--- src/source/qupls_consts.svh ---
// Field widths are fixed by the instruction format; changing them breaks the union layout
`ifndef QUPLS_CONSTS_SVH
`define QUPLS_CONSTS_SVH

// ======================================================================
// Datapath and instruction field widths
// ======================================================================

// Bus width and instruction width are the same word
`define QUPLS_XLEN 32

// Instruction field widths in bits
`define QUPLS_OPC_W 7
`define QUPLS_REG_W 6
`define QUPLS_FUNC_W 7
`define QUPLS_IMM_W 13

// ======================================================================
// Word addresses on the Wishbone port
// ======================================================================
`define QUPLS_ADR_INSTR 0
`define QUPLS_ADR_CTRL 1
`define QUPLS_ADR_IMM 2

`endif

--- src/source/quplsPkg.sv ---
// Only the opcodes of the reduced set are listed; codes 16 to 127 are unassigned
`default_nettype none

`include "qupls_consts.svh"

package quplsPkg;

	// ======================================================================
	// Opcode and function encodings
	// ======================================================================

	// Primary opcode in the low seven bits of every instruction
	typedef enum logic [`QUPLS_OPC_W-1:0]
	{
		OP_SYS   = 7'd0,
		OP_R2    = 7'd1,
		OP_ADDI  = 7'd2,
		OP_CMPI  = 7'd3,
		OP_ANDI  = 7'd4,
		OP_ORI   = 7'd5,
		OP_EORI  = 7'd6,
		OP_SHIFT = 7'd7,
		OP_LDI   = 7'd8,
		OP_MOV   = 7'd9,
		OP_NOP   = 7'd10,
		OP_BSR   = 7'd11,
		OP_JSR   = 7'd12,
		OP_BCC   = 7'd13,
		OP_LOAD  = 7'd14,
		OP_STORE = 7'd15
	} opcode_t;

	// Function code of the register-register format, codes 12 and up are undefined
	typedef enum logic [`QUPLS_FUNC_W-1:0]
	{
		FN_ADD  = 7'd0,
		FN_SUB  = 7'd1,
		FN_CMP  = 7'd2,
		FN_MUL  = 7'd3,
		FN_DIV  = 7'd4,
		FN_AND  = 7'd5,
		FN_OR   = 7'd6,
		FN_EOR  = 7'd7,
		FN_NAND = 7'd8,
		FN_NOR  = 7'd9,
		FN_SLT  = 7'd10,
		FN_SLTU = 7'd11
	} func_t;

	// ======================================================================
	// Instruction formats
	// ======================================================================

	// Register-register view, fields listed from bit 31 down
	typedef struct packed
	{
		func_t func;
		logic [`QUPLS_REG_W-1:0] rs2;
		logic [`QUPLS_REG_W-1:0] rs1;
		logic [`QUPLS_REG_W-1:0] rd;
		opcode_t opcode;
	} r2Format_t;

	// Register-immediate view, the immediate takes the place of rs2 and func
	typedef struct packed
	{
		logic [`QUPLS_IMM_W-1:0] imm;
		logic [`QUPLS_REG_W-1:0] rs1;
		logic [`QUPLS_REG_W-1:0] rd;
		opcode_t opcode;
	} riFormat_t;

	// Both views overlay the same 32 bits
	typedef union packed
	{
		r2Format_t r2;
		riFormat_t ri;
	} instruction_t;

	// Decoded control word as read back at the control address
	typedef struct packed
	{
		logic isAlu;
		logic isLoad;
		logic isStore;
		logic isBranch;
		logic isCall;
		logic hasImm;
		logic illegal;
		logic [`QUPLS_REG_W-1:0] rd;
		logic [`QUPLS_REG_W-1:0] rs1;
		logic [`QUPLS_REG_W-1:0] rs2;
		logic [6:0] pad;
	} decode_t;

endpackage

`default_nettype wire

--- src/source/decodeAlu.sv ---
// Combinational; an R2 word is an ALU op only when its func code is defined
`default_nettype none
`timescale 1ns/1ps

module decodeAlu
(
	input  quplsPkg::instruction_t instr,
	output logic alu
);

	// Classifies one instruction word for the ALU class
	function automatic logic fnIsAlu(input quplsPkg::instruction_t ir);
		logic result;
		result = 1'b0;
		case (ir.r2.opcode)
			// SYS traps to the system and never uses the ALU
			quplsPkg::OP_SYS:
				result = 1'b0;
			// Register-register ops depend on the function field
			quplsPkg::OP_R2:
				case (ir.r2.func)
					quplsPkg::FN_ADD, quplsPkg::FN_SUB, quplsPkg::FN_CMP,
					quplsPkg::FN_MUL, quplsPkg::FN_DIV:
						result = 1'b1;
					quplsPkg::FN_AND, quplsPkg::FN_OR, quplsPkg::FN_EOR,
					quplsPkg::FN_NAND, quplsPkg::FN_NOR:
						result = 1'b1;
					quplsPkg::FN_SLT, quplsPkg::FN_SLTU:
						result = 1'b1;
					default:
						result = 1'b0;
				endcase
			// Immediate arithmetic and logic
			quplsPkg::OP_ADDI, quplsPkg::OP_CMPI, quplsPkg::OP_ANDI,
			quplsPkg::OP_ORI, quplsPkg::OP_EORI, quplsPkg::OP_SHIFT:
				result = 1'b1;
			// Moves and the no-op still pass through an ALU slot
			quplsPkg::OP_LDI, quplsPkg::OP_MOV, quplsPkg::OP_NOP:
				result = 1'b1;
			// The link register write of a call is done by the ALU
			quplsPkg::OP_BSR, quplsPkg::OP_JSR:
				result = 1'b1;
			default:
				result = 1'b0;
		endcase
		return result;
	endfunction

	assign alu = fnIsAlu(instr);

endmodule

`default_nettype wire

--- src/source/decodeBranch.sv ---
// Combinational; calls are flagged as branches too, their link write goes to the ALU
`default_nettype none
`timescale 1ns/1ps

module decodeBranch
(
	input  quplsPkg::instruction_t instr,
	output logic branch,
	output logic call
);

	// Flow-control opcodes seen by this block
	logic isBcc;
	logic isLink;

	// Conditional branch without a link
	assign isBcc = (instr.r2.opcode == quplsPkg::OP_BCC);

	// Branch to subroutine and jump to subroutine both write a link register
	assign isLink = (instr.r2.opcode == quplsPkg::OP_BSR) ||
		(instr.r2.opcode == quplsPkg::OP_JSR);

	// Every flow change redirects fetch
	assign branch = isBcc | isLink;
	assign call = isLink;

endmodule

`default_nettype wire

--- src/source/decodeMem.sv ---
// Combinational; only plain LOAD and STORE opcodes are recognised
`default_nettype none
`timescale 1ns/1ps

module decodeMem
(
	input  quplsPkg::instruction_t instr,
	output logic load,
	output logic store
);

	// ======================================================================
	// Memory class
	// ======================================================================

	// Opcode field sits in the same place in both formats
	quplsPkg::opcode_t opc;

	assign opc = instr.r2.opcode;

	// Loads and stores are mutually exclusive by opcode
	always_comb
	begin
		load = 1'b0;
		store = 1'b0;
		case (opc)
			quplsPkg::OP_LOAD:
				load = 1'b1;
			quplsPkg::OP_STORE:
				store = 1'b1;
			default:
			begin
				load = 1'b0;
				store = 1'b0;
			end
		endcase
	end

endmodule

`default_nettype wire

--- src/source/decodeRegs.sv ---
// Combinational; the immediate is 13 bits sign-extended, rs2 exists only for R2
`default_nettype none
`timescale 1ns/1ps

`include "qupls_consts.svh"

module decodeRegs
(
	input  quplsPkg::instruction_t instr,
	output logic hasImm,
	output logic [`QUPLS_REG_W-1:0] rd,
	output logic [`QUPLS_REG_W-1:0] rs1,
	output logic [`QUPLS_REG_W-1:0] rs2,
	output logic [`QUPLS_XLEN-1:0] imm
);

	// ======================================================================
	// Register and immediate fields
	// ======================================================================

	// Every opcode except R2 carries an immediate
	assign hasImm = (instr.r2.opcode != quplsPkg::OP_R2);

	// The format picks which view of the union is read
	always_comb
	begin
		if (!hasImm)
		begin
			// Register-register form has a second source and no immediate
			rd = instr.r2.rd;
			rs1 = instr.r2.rs1;
			rs2 = instr.r2.rs2;
			imm = '0;
		end
		else
		begin
			// Immediate form, rs2 is masked so the upper bits are not mistaken for a register
			rd = instr.ri.rd;
			rs1 = instr.ri.rs1;
			rs2 = '0;
			imm = {{(`QUPLS_XLEN-`QUPLS_IMM_W){instr.ri.imm[`QUPLS_IMM_W-1]}}, instr.ri.imm};
		end
	end

endmodule

`default_nettype wire

--- src/source/instrDecoder.sv ---
// Standalone decoder on a Wishbone classic slave port; no byte lanes and no error response
`default_nettype none
`timescale 1ns/1ps

`include "qupls_consts.svh"

module instrDecoder
(
	input  logic clk,
	input  logic rstN,
	input  logic cyc,
	input  logic stb,
	input  logic we,
	input  logic [1:0] adr,
	input  logic [`QUPLS_XLEN-1:0] datI,
	output logic [`QUPLS_XLEN-1:0] datO,
	output logic ack
);

	// Instruction register fans out to all classifiers
	quplsPkg::instruction_t instr;
	logic alu;
	logic load;
	logic store;
	logic branch;
	logic call;
	logic hasImm;
	logic [`QUPLS_REG_W-1:0] rd;
	logic [`QUPLS_REG_W-1:0] rs1;
	logic [`QUPLS_REG_W-1:0] rs2;
	logic [`QUPLS_XLEN-1:0] imm;

	wbDecodePort portI
	(
		.clk(clk), .rstN(rstN), .cyc(cyc), .stb(stb), .we(we), .adr(adr), .datI(datI),
		.alu(alu), .load(load), .store(store), .branch(branch), .call(call),
		.hasImm(hasImm), .rd(rd), .rs1(rs1), .rs2(rs2), .imm(imm),
		.instr(instr), .datO(datO), .ack(ack)
	);

	// The four classifiers work side by side on the same word
	decodeAlu aluI (.instr(instr), .alu(alu));
	decodeMem memI (.instr(instr), .load(load), .store(store));
	decodeBranch branchI (.instr(instr), .branch(branch), .call(call));
	decodeRegs regsI
	(
		.instr(instr), .hasImm(hasImm), .rd(rd), .rs1(rs1), .rs2(rs2), .imm(imm)
	);

endmodule

`default_nettype wire

--- src/source/wbDecodePort.sv ---
// Wishbone classic, full words only, every access acked one cycle after it is sampled
`default_nettype none
`timescale 1ns/1ps

`include "qupls_consts.svh"

module wbDecodePort
(
	input  logic clk,
	input  logic rstN,
	input  logic cyc,
	input  logic stb,
	input  logic we,
	input  logic [1:0] adr,
	input  logic [`QUPLS_XLEN-1:0] datI,
	input  logic alu,
	input  logic load,
	input  logic store,
	input  logic branch,
	input  logic call,
	input  logic hasImm,
	input  logic [`QUPLS_REG_W-1:0] rd,
	input  logic [`QUPLS_REG_W-1:0] rs1,
	input  logic [`QUPLS_REG_W-1:0] rs2,
	input  logic [`QUPLS_XLEN-1:0] imm,
	output quplsPkg::instruction_t instr,
	output logic [`QUPLS_XLEN-1:0] datO,
	output logic ack
);

	quplsPkg::decode_t ctrl;
	logic req;
	logic [`QUPLS_XLEN-1:0] rdData;

	// A request is taken only while ack is low, so a held strobe costs two cycles
	assign req = cyc & stb & ~ack;

	// Collect the classifier outputs into the control word
	always_comb
	begin
		ctrl = '0;
		ctrl.isAlu = alu;
		ctrl.isLoad = load;
		ctrl.isStore = store;
		ctrl.isBranch = branch;
		ctrl.isCall = call;
		ctrl.hasImm = hasImm;
		// Nothing claimed the word and it is not a system call
		ctrl.illegal = ~(alu | load | store | branch) &&
			(instr.r2.opcode != quplsPkg::OP_SYS);
		ctrl.rd = rd;
		ctrl.rs1 = rs1;
		ctrl.rs2 = rs2;
	end

	// Read data selected by word address
	always_comb
	begin
		case (adr)
			2'(`QUPLS_ADR_INSTR): rdData = instr;
			2'(`QUPLS_ADR_CTRL): rdData = ctrl;
			2'(`QUPLS_ADR_IMM): rdData = imm;
			default: rdData = '0;
		endcase
	end

	// ======================================================================
	// Bus registers
	// ======================================================================
	always_ff @(posedge clk or negedge rstN)
	begin
		if (!rstN)
		begin
			ack <= 1'b0;
			datO <= '0;
			instr <= '0;
		end
		else
		begin
			ack <= req;
			if (req)
			begin
				datO <= rdData;
				// Only the instruction address is writable
				if (we && adr == 2'(`QUPLS_ADR_INSTR))
					instr <= datI;
			end
		end
	end

endmodule

`default_nettype wire
--- config.mk ---
export PLATFORM = sky130hd
export DESIGN_NAME = instrDecoder
export DESIGN_NICKNAME = d
export VERILOG_FILES = /design/src/source/quplsPkg.sv /design/src/source/decodeAlu.sv /design/src/source/decodeBranch.sv /design/src/source/decodeMem.sv /design/src/source/decodeRegs.sv /design/src/source/instrDecoder.sv /design/src/source/wbDecodePort.sv
export VERILOG_INCLUDE_DIRS = /design/src /design/src/source
export SDC_FILE = /design/constraint.sdc
export NUM_CORES = 1
export LEC_CHECK = 0
export ABC_AREA = 1
export BUFFER_PORTS_ARGS = -buffer_cell sky130_fd_sc_hd__buf_2
export CAP_MARGIN = 25
export CORE_ASPECT_RATIO = 1.2
export CORE_UTILIZATION = 48
export CTS_CLUSTER_DIAMETER = 200
export DETAILED_ROUTE_END_ITERATION = 8
export PLACE_DENSITY = 0.75
export SLEW_MARGIN = 20
export SYNTH_ARGS = -nofsm -noshare
export SYNTH_HDL_FRONTEND = slang
export SYNTH_SLANG_ARGS = --single-unit
--- constraint.sdc ---
create_clock -name clk -period 1.3 [get_ports clk]
set_input_delay 0 -clock clk [delete_from_list [all_inputs] [get_ports clk]]
set_output_delay 0 -clock clk [all_outputs]
set_load 0.1 [all_outputs]
Word-level counts from Yosys, hierarchy flattened --
Memory sizes are Yosys's and may differ from the RTL's. Index checks and enable logic that the tools add are counted.
Storage, ports and cells: input bits 39, flip-flop bits (word level) 65, memories kept 1, word-level logic and storage cells 45, ROM bits 16, output and inout port bits 33
Cells by class: reduce and logical (&&, ||, !) cells 8, eq/ne operators 18, bitwise gates (word level) 8, multiplexer cells 7
Memories:
- (no name shown) | depth 16, bits a word 1, read ports 1, clocked after Yosys merged registers in 0, wr ports 0, RTL line decodeAlu.sv:21 | case (ir.r2.func)
Operator list (count):
- $pmux 32 s3 | 1
- $eq 7x4->1 const B | 8
- $mux 32 | 1
- $eq 7x3->1 const B | 4
- $eq 7x2->1 const B | 2
- $reduce_or 11->1 | 1
- $eq 7x1->1 const B | 1
- $ne 7x1->1 const B | 1
- $reduce_bool 7->1 | 1
- $mux 6 | 1
- $or 1x1->1 | 4
- $logic_not 3->1 | 1
- $mux 1 | 3
- $and 1x1->1 | 2
- $eq 2x1->1 const B | 1
- $eq 2x2->1 const B | 1
- $logic_and 1x1->1 | 2
- $logic_not 2->1 | 1
- $not 1->1 | 2
- $pmux 1 s2 | 1
- $reduce_and 2->1 | 1
- $logic_or 1x1->1 | 1

Logic depth before layout (Yosys ltp) --
Gate-level depths: netlist of run 1.
word-level depth 9, gate-level depth with buffers 11, depth with buffers taken out 10

Modules after synthesis --
Synthesis of run 1 repeated with hierarchy kept, for this count alone.
Unflattened totals: cell total of the unflattened synthesis 545, area total of the unflattened synthesis 3743.6 µm²
By module, submodules not included:
- wbDecodePort | area an instance 3034.2 µm², cells an instance 405, times used 1, sequential area each 1626.6 µm²
- decodeRegs | area an instance 474.2 µm², cells an instance 82, times used 1, sequential area each 0.0 µm²
- decodeAlu | area an instance 92.6 µm², cells an instance 23, times used 1, sequential area each 0.0 µm²
- decodeBranch | area an instance 88.8 µm², cells an instance 22, times used 1, sequential area each 0.0 µm²
- decodeMem | area an instance 53.8 µm², cells an instance 13, times used 1, sequential area each 0.0 µm²

Worst setup path after synthesis of run 1 --
OpenSTA, ideal clock, no wires.
path kind register to register, start point reg portI.ack, end point reg portI.datO[21], cell stages (with the launch flop) 6, data arrival time 1.712 ns, path buffers 1, path slack -0.532 ns, data required time 1.180 ns, clock period less this slack 1.832 ns, library setup time 0.120 ns, path through dfrtp_1 -> nor2_4 -> inv_1 -> clkbuf_1 -> a31oi_1 -> a21o_1
Between the ends: word-level cells in the longest chain between the ends 2
Ends and longest elaborated chain:
- start: declaration | RTL line wbDecodePort.sv:28 | output logic ack
- start signal: assignment | RTL line wbDecodePort.sv:80 | ack <= req;
- $not 1->1 | RTL line wbDecodePort.sv:36 | assign req = cyc & stb & ~ack;
- $and 1x1->1 | RTL line wbDecodePort.sv:36
- end signal: assignment | RTL line wbDecodePort.sv:83 | datO <= rdData;
- end: declaration | RTL line wbDecodePort.sv:27 | output logic [`QUPLS_XLEN-1:0] datO,
Every way passes these cells. A chain may end at the register's enable or synchronous reset.

Final worst setup path of run 1 --
start point reg portI.instr[2] in the netlist's numbering, end point reg portI.datO[9]
Between the ends: word-level cells in the longest chain between the ends 3, elaborated cells on any way between the ends 4, those cells by class eq/ne (1); mux (3)
Ends and longest elaborated chain:
- start: declaration | RTL line wbDecodePort.sv:26 | output quplsPkg::instruction_t instr,
- start signal: assignment | RTL line wbDecodePort.sv:86 | instr <= datI;
- $ne 7x1->1 (*) | RTL line decodeRegs.sv:22 | assign hasImm = (instr.r2.opcode != quplsPkg::OP_R2);
- $mux 32 / $mux 6 (equally long branches) | RTL line decodeRegs.sv:27 | if (!hasImm)
- $pmux 32 s3 (*) | RTL line wbDecodePort.sv:59 | case (adr)
Every way passes the cells marked *; elsewhere a longest branch is shown, timed or not.

==> results_dict.tcl, run 1 <==
set metrics [dict create \
    outcome "finished with violations" \
    failed_checks "negative setup slack" \
    routed_via_density 5.199 \
    avgRoutedWirePerCell_um 15.39 \
    synth_top_area_cell "dfrtp_1" \
    postRouteAntennaNets 0 \
    diodes 0 \
    grt_pass1_wl_um 13300 \
    synth_top_area_share_pct 53.41 \
    design_area_mm2 0.004562 \
    cts_inserted_buffers 9 \
    rsz0062_at_grt "true" \
    drive_above_1_share_pct 38.13 \
    drc 0 \
    first_pass_iters 5 \
    clk_pin_slew_worst_paths_ps 70 \
    dieArea_mm2 0.006669 \
    portBuffers 71 \
    place_congestion 0.8724 \
    die_w_um 74.72 \
    vias 2922 \
    clockRootBuffer "clkbuf_8" \
    utilization_pct 74.91 \
    tns_ps -4244 \
    yosys_warnings 0 \
    worst_pin_slew_ps 512.0 \
    hp-class "in2reg" \
    critical_path_class "reg2reg" \
    rows 31 \
    worstPathMaxFanout 6 \
    synthArstFlopShare_pct 100.0 \
    syn_to_final_growth_pct 49.79 \
    hold_viol_final 0 \
    io_pins 72 \
    netlist_area_mm2 0.003045 \
    cap_violations 0 \
    setup.worst_path.start_class "flip-flop" \
    cpMostUsedCell "nand2_1" \
    dieHeight_um 89.26 \
    routed_wirelength_um 8650 \
    drt_iter0_markers 187 \
    clock-sinks 65 \
    p_leak_nw 2.372 \
    fin_ws_ps -145.5 \
    antenna_found_initial 0 \
    yosysSeqAreaShare_pct 53.41 \
    vdd_ir_drop_max_mv 1.124 \
    fmaxAchievable_mhz 691.8 \
    fin_skew_ps 7.427 \
    grt_overflow 0 \
    critPathMaxStageDelay_ps 410 \
    dpl_worst_slack_ps -157.9 \
    grt_pass1_vias 2923 \
    synth_nets 370 \
    cp.required_ps 1580 \
    power_density_mw_per_mm2 1655 \
    clock_path_buffers 2 \
    coreArea_mm2 0.006090 \
    synth-edff-count 0 \
    report.final.slew_viol_count 0 \
    place_area_mm2 0.003729 \
    slew_headroom_pct 65.87 \
    syn_avg_cell_area_um2 9.201 \
    worstSkewPairLatency_ps 340 \
    synth_common_cells "nand2_1 (106), dfrtp_1 (65), nor2_1 (32)" \
    start_util_pct 50.01 \
    grt_max_degree 28 \
    layout_min_cycle_time_ps 1445 \
    yosysMostFrequentCell "nand2_1" \
    tritoncts "done" \
    setup_viol 55 \
    nNetsFinal 515 \
    power.total_mw 7.549 \
    hpwlAfterDp_um 5503 \
    ys_types 26 \
    cp-end-kind "flip-flop" \
    cp_data_arrival_time_ps 1730 \
    syn_inst 331 \
    synth-main-ff-cell "dfrtp_1" \
    ys_seq_elements 65 \
    grt_use_total_pct 27.40 \
    synthTopCellsByArea "dfrtp_1 (53%), nand2_1 (13%), mux2_1 (7.4%), nor2_1 (3.9%), a21oi_1 (3.6%)" \
    h-tree-depth 3 \
    crit_path_cell_trace "inv_2 > nand2_4 > nor2_4 > nand2_4 > buf_6 > nor2_4 > nand2_1 > nand3_2 > nand2_1 > nand2_1" \
    period_share_pct 111.2 \
    slowest_stage "dfrtp_1" \
]
final timing paths:
| check | slack (ps) | to | depth (start not counted) | from |
|---|---|---|---|---|
| hold / removal | 110 | portI.datO[30] | 4 | adr[0] |
| setup / recovery | -150 | portI.datO[9] | 10 | portI.instr[2] |
| max in group asynchronous | 630 | portI.instr[25] | 3 | rstN |
| min in group asynchronous | 160 | portI.datO[19] | 2 | rstN |
| hold reg to reg | 470 | portI.datO[7] | 2 | portI.datO[7] |
| setup reg to reg | -150 | portI.datO[9] | 10 | portI.instr[2] |
what timing repair did:
item                                    in CTS  in global routing
endpoints found under the setup margin      57                 63
pin swaps                                   15                  4
cloned                                       0                  2
resized for setup                           30                 28
setup buffers                                7                  3
endpoints found under the hold margin       51                  0
hold buffers                                33                  0
cells by family after synthesis:
kind of cell	count (synthesis)	share of synthesized area [%]
buf+inv	31	5.012
mux	23	8.751
compound gates	49	9.408
simple gates	163	23.42
flops	65	53.41
layout by cell type (no fill, tap or decap), types with 2 or more instances in the layout:
master and count:
a21oi_1 19, nand3_2 7, inv_1 11, inv_2 5
buf_12 6, a21o_1 6, dlygate4sd3_1 33, buf_4 26
clkbuf_8 10, dfrtp_1 64, o21ai_1 5, nand2_2 6
clkbuf_1 2, nor2_1 27, nor2_2 4, nand3_1 6
nand2_4 4, mux2_4 13, nand2_1 99, a31oi_1 13
a21oi_2 3, buf_2 71, buf_6 9, nor2_4 9
mux2_1 9, bufinv_16 2
sequential cells by signal, indices dropped and copies added, names as in the netlist:
signal       flops
portI.instr     32
portI.datO      32
portI.ack        1
report_power, final:
part	switching (mW)	total, mW	leakage, nW	internal [mW]
Combinational	2.02	2.89	1.48	0.871
Clock	0.743	1.86	0.106	1.12
Sequential	0.360	2.80	0.787	2.44
Total	3.12	7.55	2.37	4.43
through the flow:
stage | hold slack (ps) | cells
after floorplan | -295.6 | 331
after global placement | -0.8865 | 502
after detailed placement | 1.363 | 502
after CTS | 139.1 | 557
after global routing | 140.7 | 562
final | 107.4 | 562
metal layers:
layer,vias up,track usage [%],share of wire [%]
li1,1372,-,-
met1,1439,30.10,38
met2,89,50.45,55
met3,22,4.171,3.4
met4,0,14.07,3.0
met5,-,0,0
worst max-delay path, delay by kind of cell (launching register included):
kind | cells | cell delay (ps)
AND/OR/NAND/NOR | 8 | 740
buffers and inverters | 2 | 220
flip-flops | 1 | 410
cell type report:
| cell class | instances | area, µm² |
|---|---|---|
| fill | 413 | 1528 |
| clock inverter | 3 | 65.06 |
| timing repair buffer | 147 | 1142 |
| inverter | 17 | 66.31 |
| clock buffer | 12 | 145.1 |
| multi-input combinational | 236 | 1410 |
| tap | 82 | 102.6 |
| sequential | 65 | 1630 |
Power figures use the tool's default switching activity.
==> run 2, diff against run 1 <==
Settings changed: SKIP_LAST_GASP set to 1.
==> results_dict.tcl, run 2 (synthesis results as in run 1) <==
set metrics [dict create \
    power_density_mw_per_mm2 1636 \
    cts_inserted_buffers 9 \
    worstSkewPairLatency_ps 340 \
    final_common_cell "nand2_1" \
    setup_viol 54 \
    routed_via_density 5.226 \
    setup.worst_path.start_class "flip-flop" \
    critical_path_class "reg2reg" \
    worstPathMaxFanout 6 \
    layout_min_cycle_time_ps 1453 \
    drt_iter0_markers 155 \
    grt_pass1_vias 2927 \
    n_fill_cell 407 \
    grt_pass1_wl_um 13310 \
    io_pins 72 \
    utilization_pct 75.98 \
    cp_data_arrival_time_ps 1680 \
    p_leak_nw 2.410 \
    power.total_mw 7.569 \
    period_share_pct 111.8 \
    antenna_found_initial 0 \
    cp.required_ps 1530 \
    crit_path_cell_trace "nor2_4 > nand3_4 > clkbuf_16 > mux2_4" \
    coreArea_mm2 0.006090 \
    final_cell_mix "nand2_1 (99), buf_2 (71), dfrtp_1 (64)" \
    drive_above_1_share_pct 40.83 \
    clockRootBuffer "clkbuf_8" \
    routed_wirelength_um 8945 \
    cap_violations 0 \
    nNetsFinal 515 \
    hold_viol_final 0 \
    report.final.slew_viol_count 0 \
    worst_pin_slew_ps 513.6 \
    hp-class "in2reg" \
    dieArea_mm2 0.006669 \
    rsz0062_at_grt "true" \
    rows 31 \
    failed_checks "negative setup slack" \
    fin_ws_ps -153.4 \
    portBuffers 71 \
    tritoncts "done" \
    grt_max_degree 28 \
    die_w_um 74.72 \
    dpl_worst_slack_ps -157.9 \
    crit_buf_inv 1 \
    slew_headroom_pct 65.76 \
    fmaxAchievable_mhz 688.1 \
    start_util_pct 50.01 \
    slowest_stage "dfrtp_4" \
    clock_path_buffers 2 \
    fin_skew_ps 6.058 \
    clk_pin_slew_worst_paths_ps 70 \
    critPathMaxStageDelay_ps 490 \
    drc 0 \
    diodes 0 \
    syn_to_final_growth_pct 51.93 \
    reg_top3 "portI.datO (32), portI.instr (32), portI.ack (1)" \
    tns_ps -5383 \
    place_congestion 0.8724 \
    avgRoutedWirePerCell_um 15.92 \
    clock-sinks 65 \
    grt_overflow 0 \
    hpwlAfterDp_um 5503 \
    vias 2937 \
    postRouteAntennaNets 0 \
    grt_use_total_pct 27.40 \
    vdd_ir_drop_max_mv 1.102 \
    first_pass_iters 5 \
    cp-end-kind "flip-flop" \
    outcome "finished with violations" \
    critical-path-top-delay-family "flip-flops" \
    dieHeight_um 89.26 \
    h-tree-depth 3 \
]
## run 2: changes by cell type in the layout (fill, tap and decap cells not counted), moves of 2 or more
cell,delta
a21oi_1,-4
a21oi_2,+4
buf_4,+2
buf_6,-3
mux2_1,-6
mux2_4,+6
nor2_1,-2
nor2_2,-2
nor2_4,+4
o21ai_0,+2
o21ai_1,-3
## run 2: cell type report
type / instances / area (µm²) / share of cell area (%)
Clock buffer: 12 / 145.1 / 3.137
Sequential cell: 65 / 1630 / 35.24
Clock inverter: 3 / 65.06 / 1.406
Multi-Input combinational cell: 236 / 1471 / 31.80
Timing Repair Buffer: 147 / 1149 / 24.82
Tap cell: 82 / 102.6 / 2.217
Inverter: 17 / 63.81 / 1.379
## run 2: report_power, final
| part | internal [mW] | leakage (nW) | switching [mW] | total [mW] |
|---|---|---|---|---|
| registers | 2.44 | 0.787 | 0.363 | 2.80 |
| logic | 0.886 | 1.52 | 2.02 | 2.90 |
| clock network | 1.12 | 0.106 | 0.745 | 1.87 |
## run 2: through the flow
stage	instances	hold WS, ps	instance area [µm²]
2_1_floorplan	331	-295.6	3074
3_3_place_gp	502	-0.8865	3729
3_5_place_dp	502	1.363	3729
4_1_cts	557	139.1	4390
5_1_grt	562	179.6	4627
6_report	562	148.6	4627
## run 2: routing by layer
layer / global-route usage, % / share of wire [%] / vias up
li1: - / - / 1369
met1: 30.25 / 38 / 1445
met2: 50.78 / 56 / 101
met3: 3.833 / 4.2 / 22
met4: 13.55 / 2.4 / 0
met5: 0 / 0 / -
## run 2: what timing repair did
action,in CTS,in global routing
endpoints found under the setup margin,57,63
gates cloned,0,4
setup buffers,7,1
endpoints found under the hold margin,51,0
pin swaps,15,8
resized for setup,23,44
hold buffers,33,0
## run 2: path summary, 6_finish.rpt
check / start / to / slack [ps] / cells after the start
max in group asynchronous: rstN / portI.instr[25] / 620 / 3
hold / removal: adr[0] / portI.datO[30] / 150 / 4
setup reg to reg: portI.ack / portI.instr[9] / -150 / 4
hold reg to reg: portI.datO[7] / portI.datO[7] / 480 / 2
min in group asynchronous: rstN / portI.datO[19] / 160 / 2
setup / recovery: portI.ack / portI.instr[9] / -150 / 4
## run 2: worst register-to-register path, stage by stage, from the launching register on
cell and delay, ps:
dfrtp_4 490, nor2_4 150, nand3_4 170, clkbuf_16 220, mux2_4 300
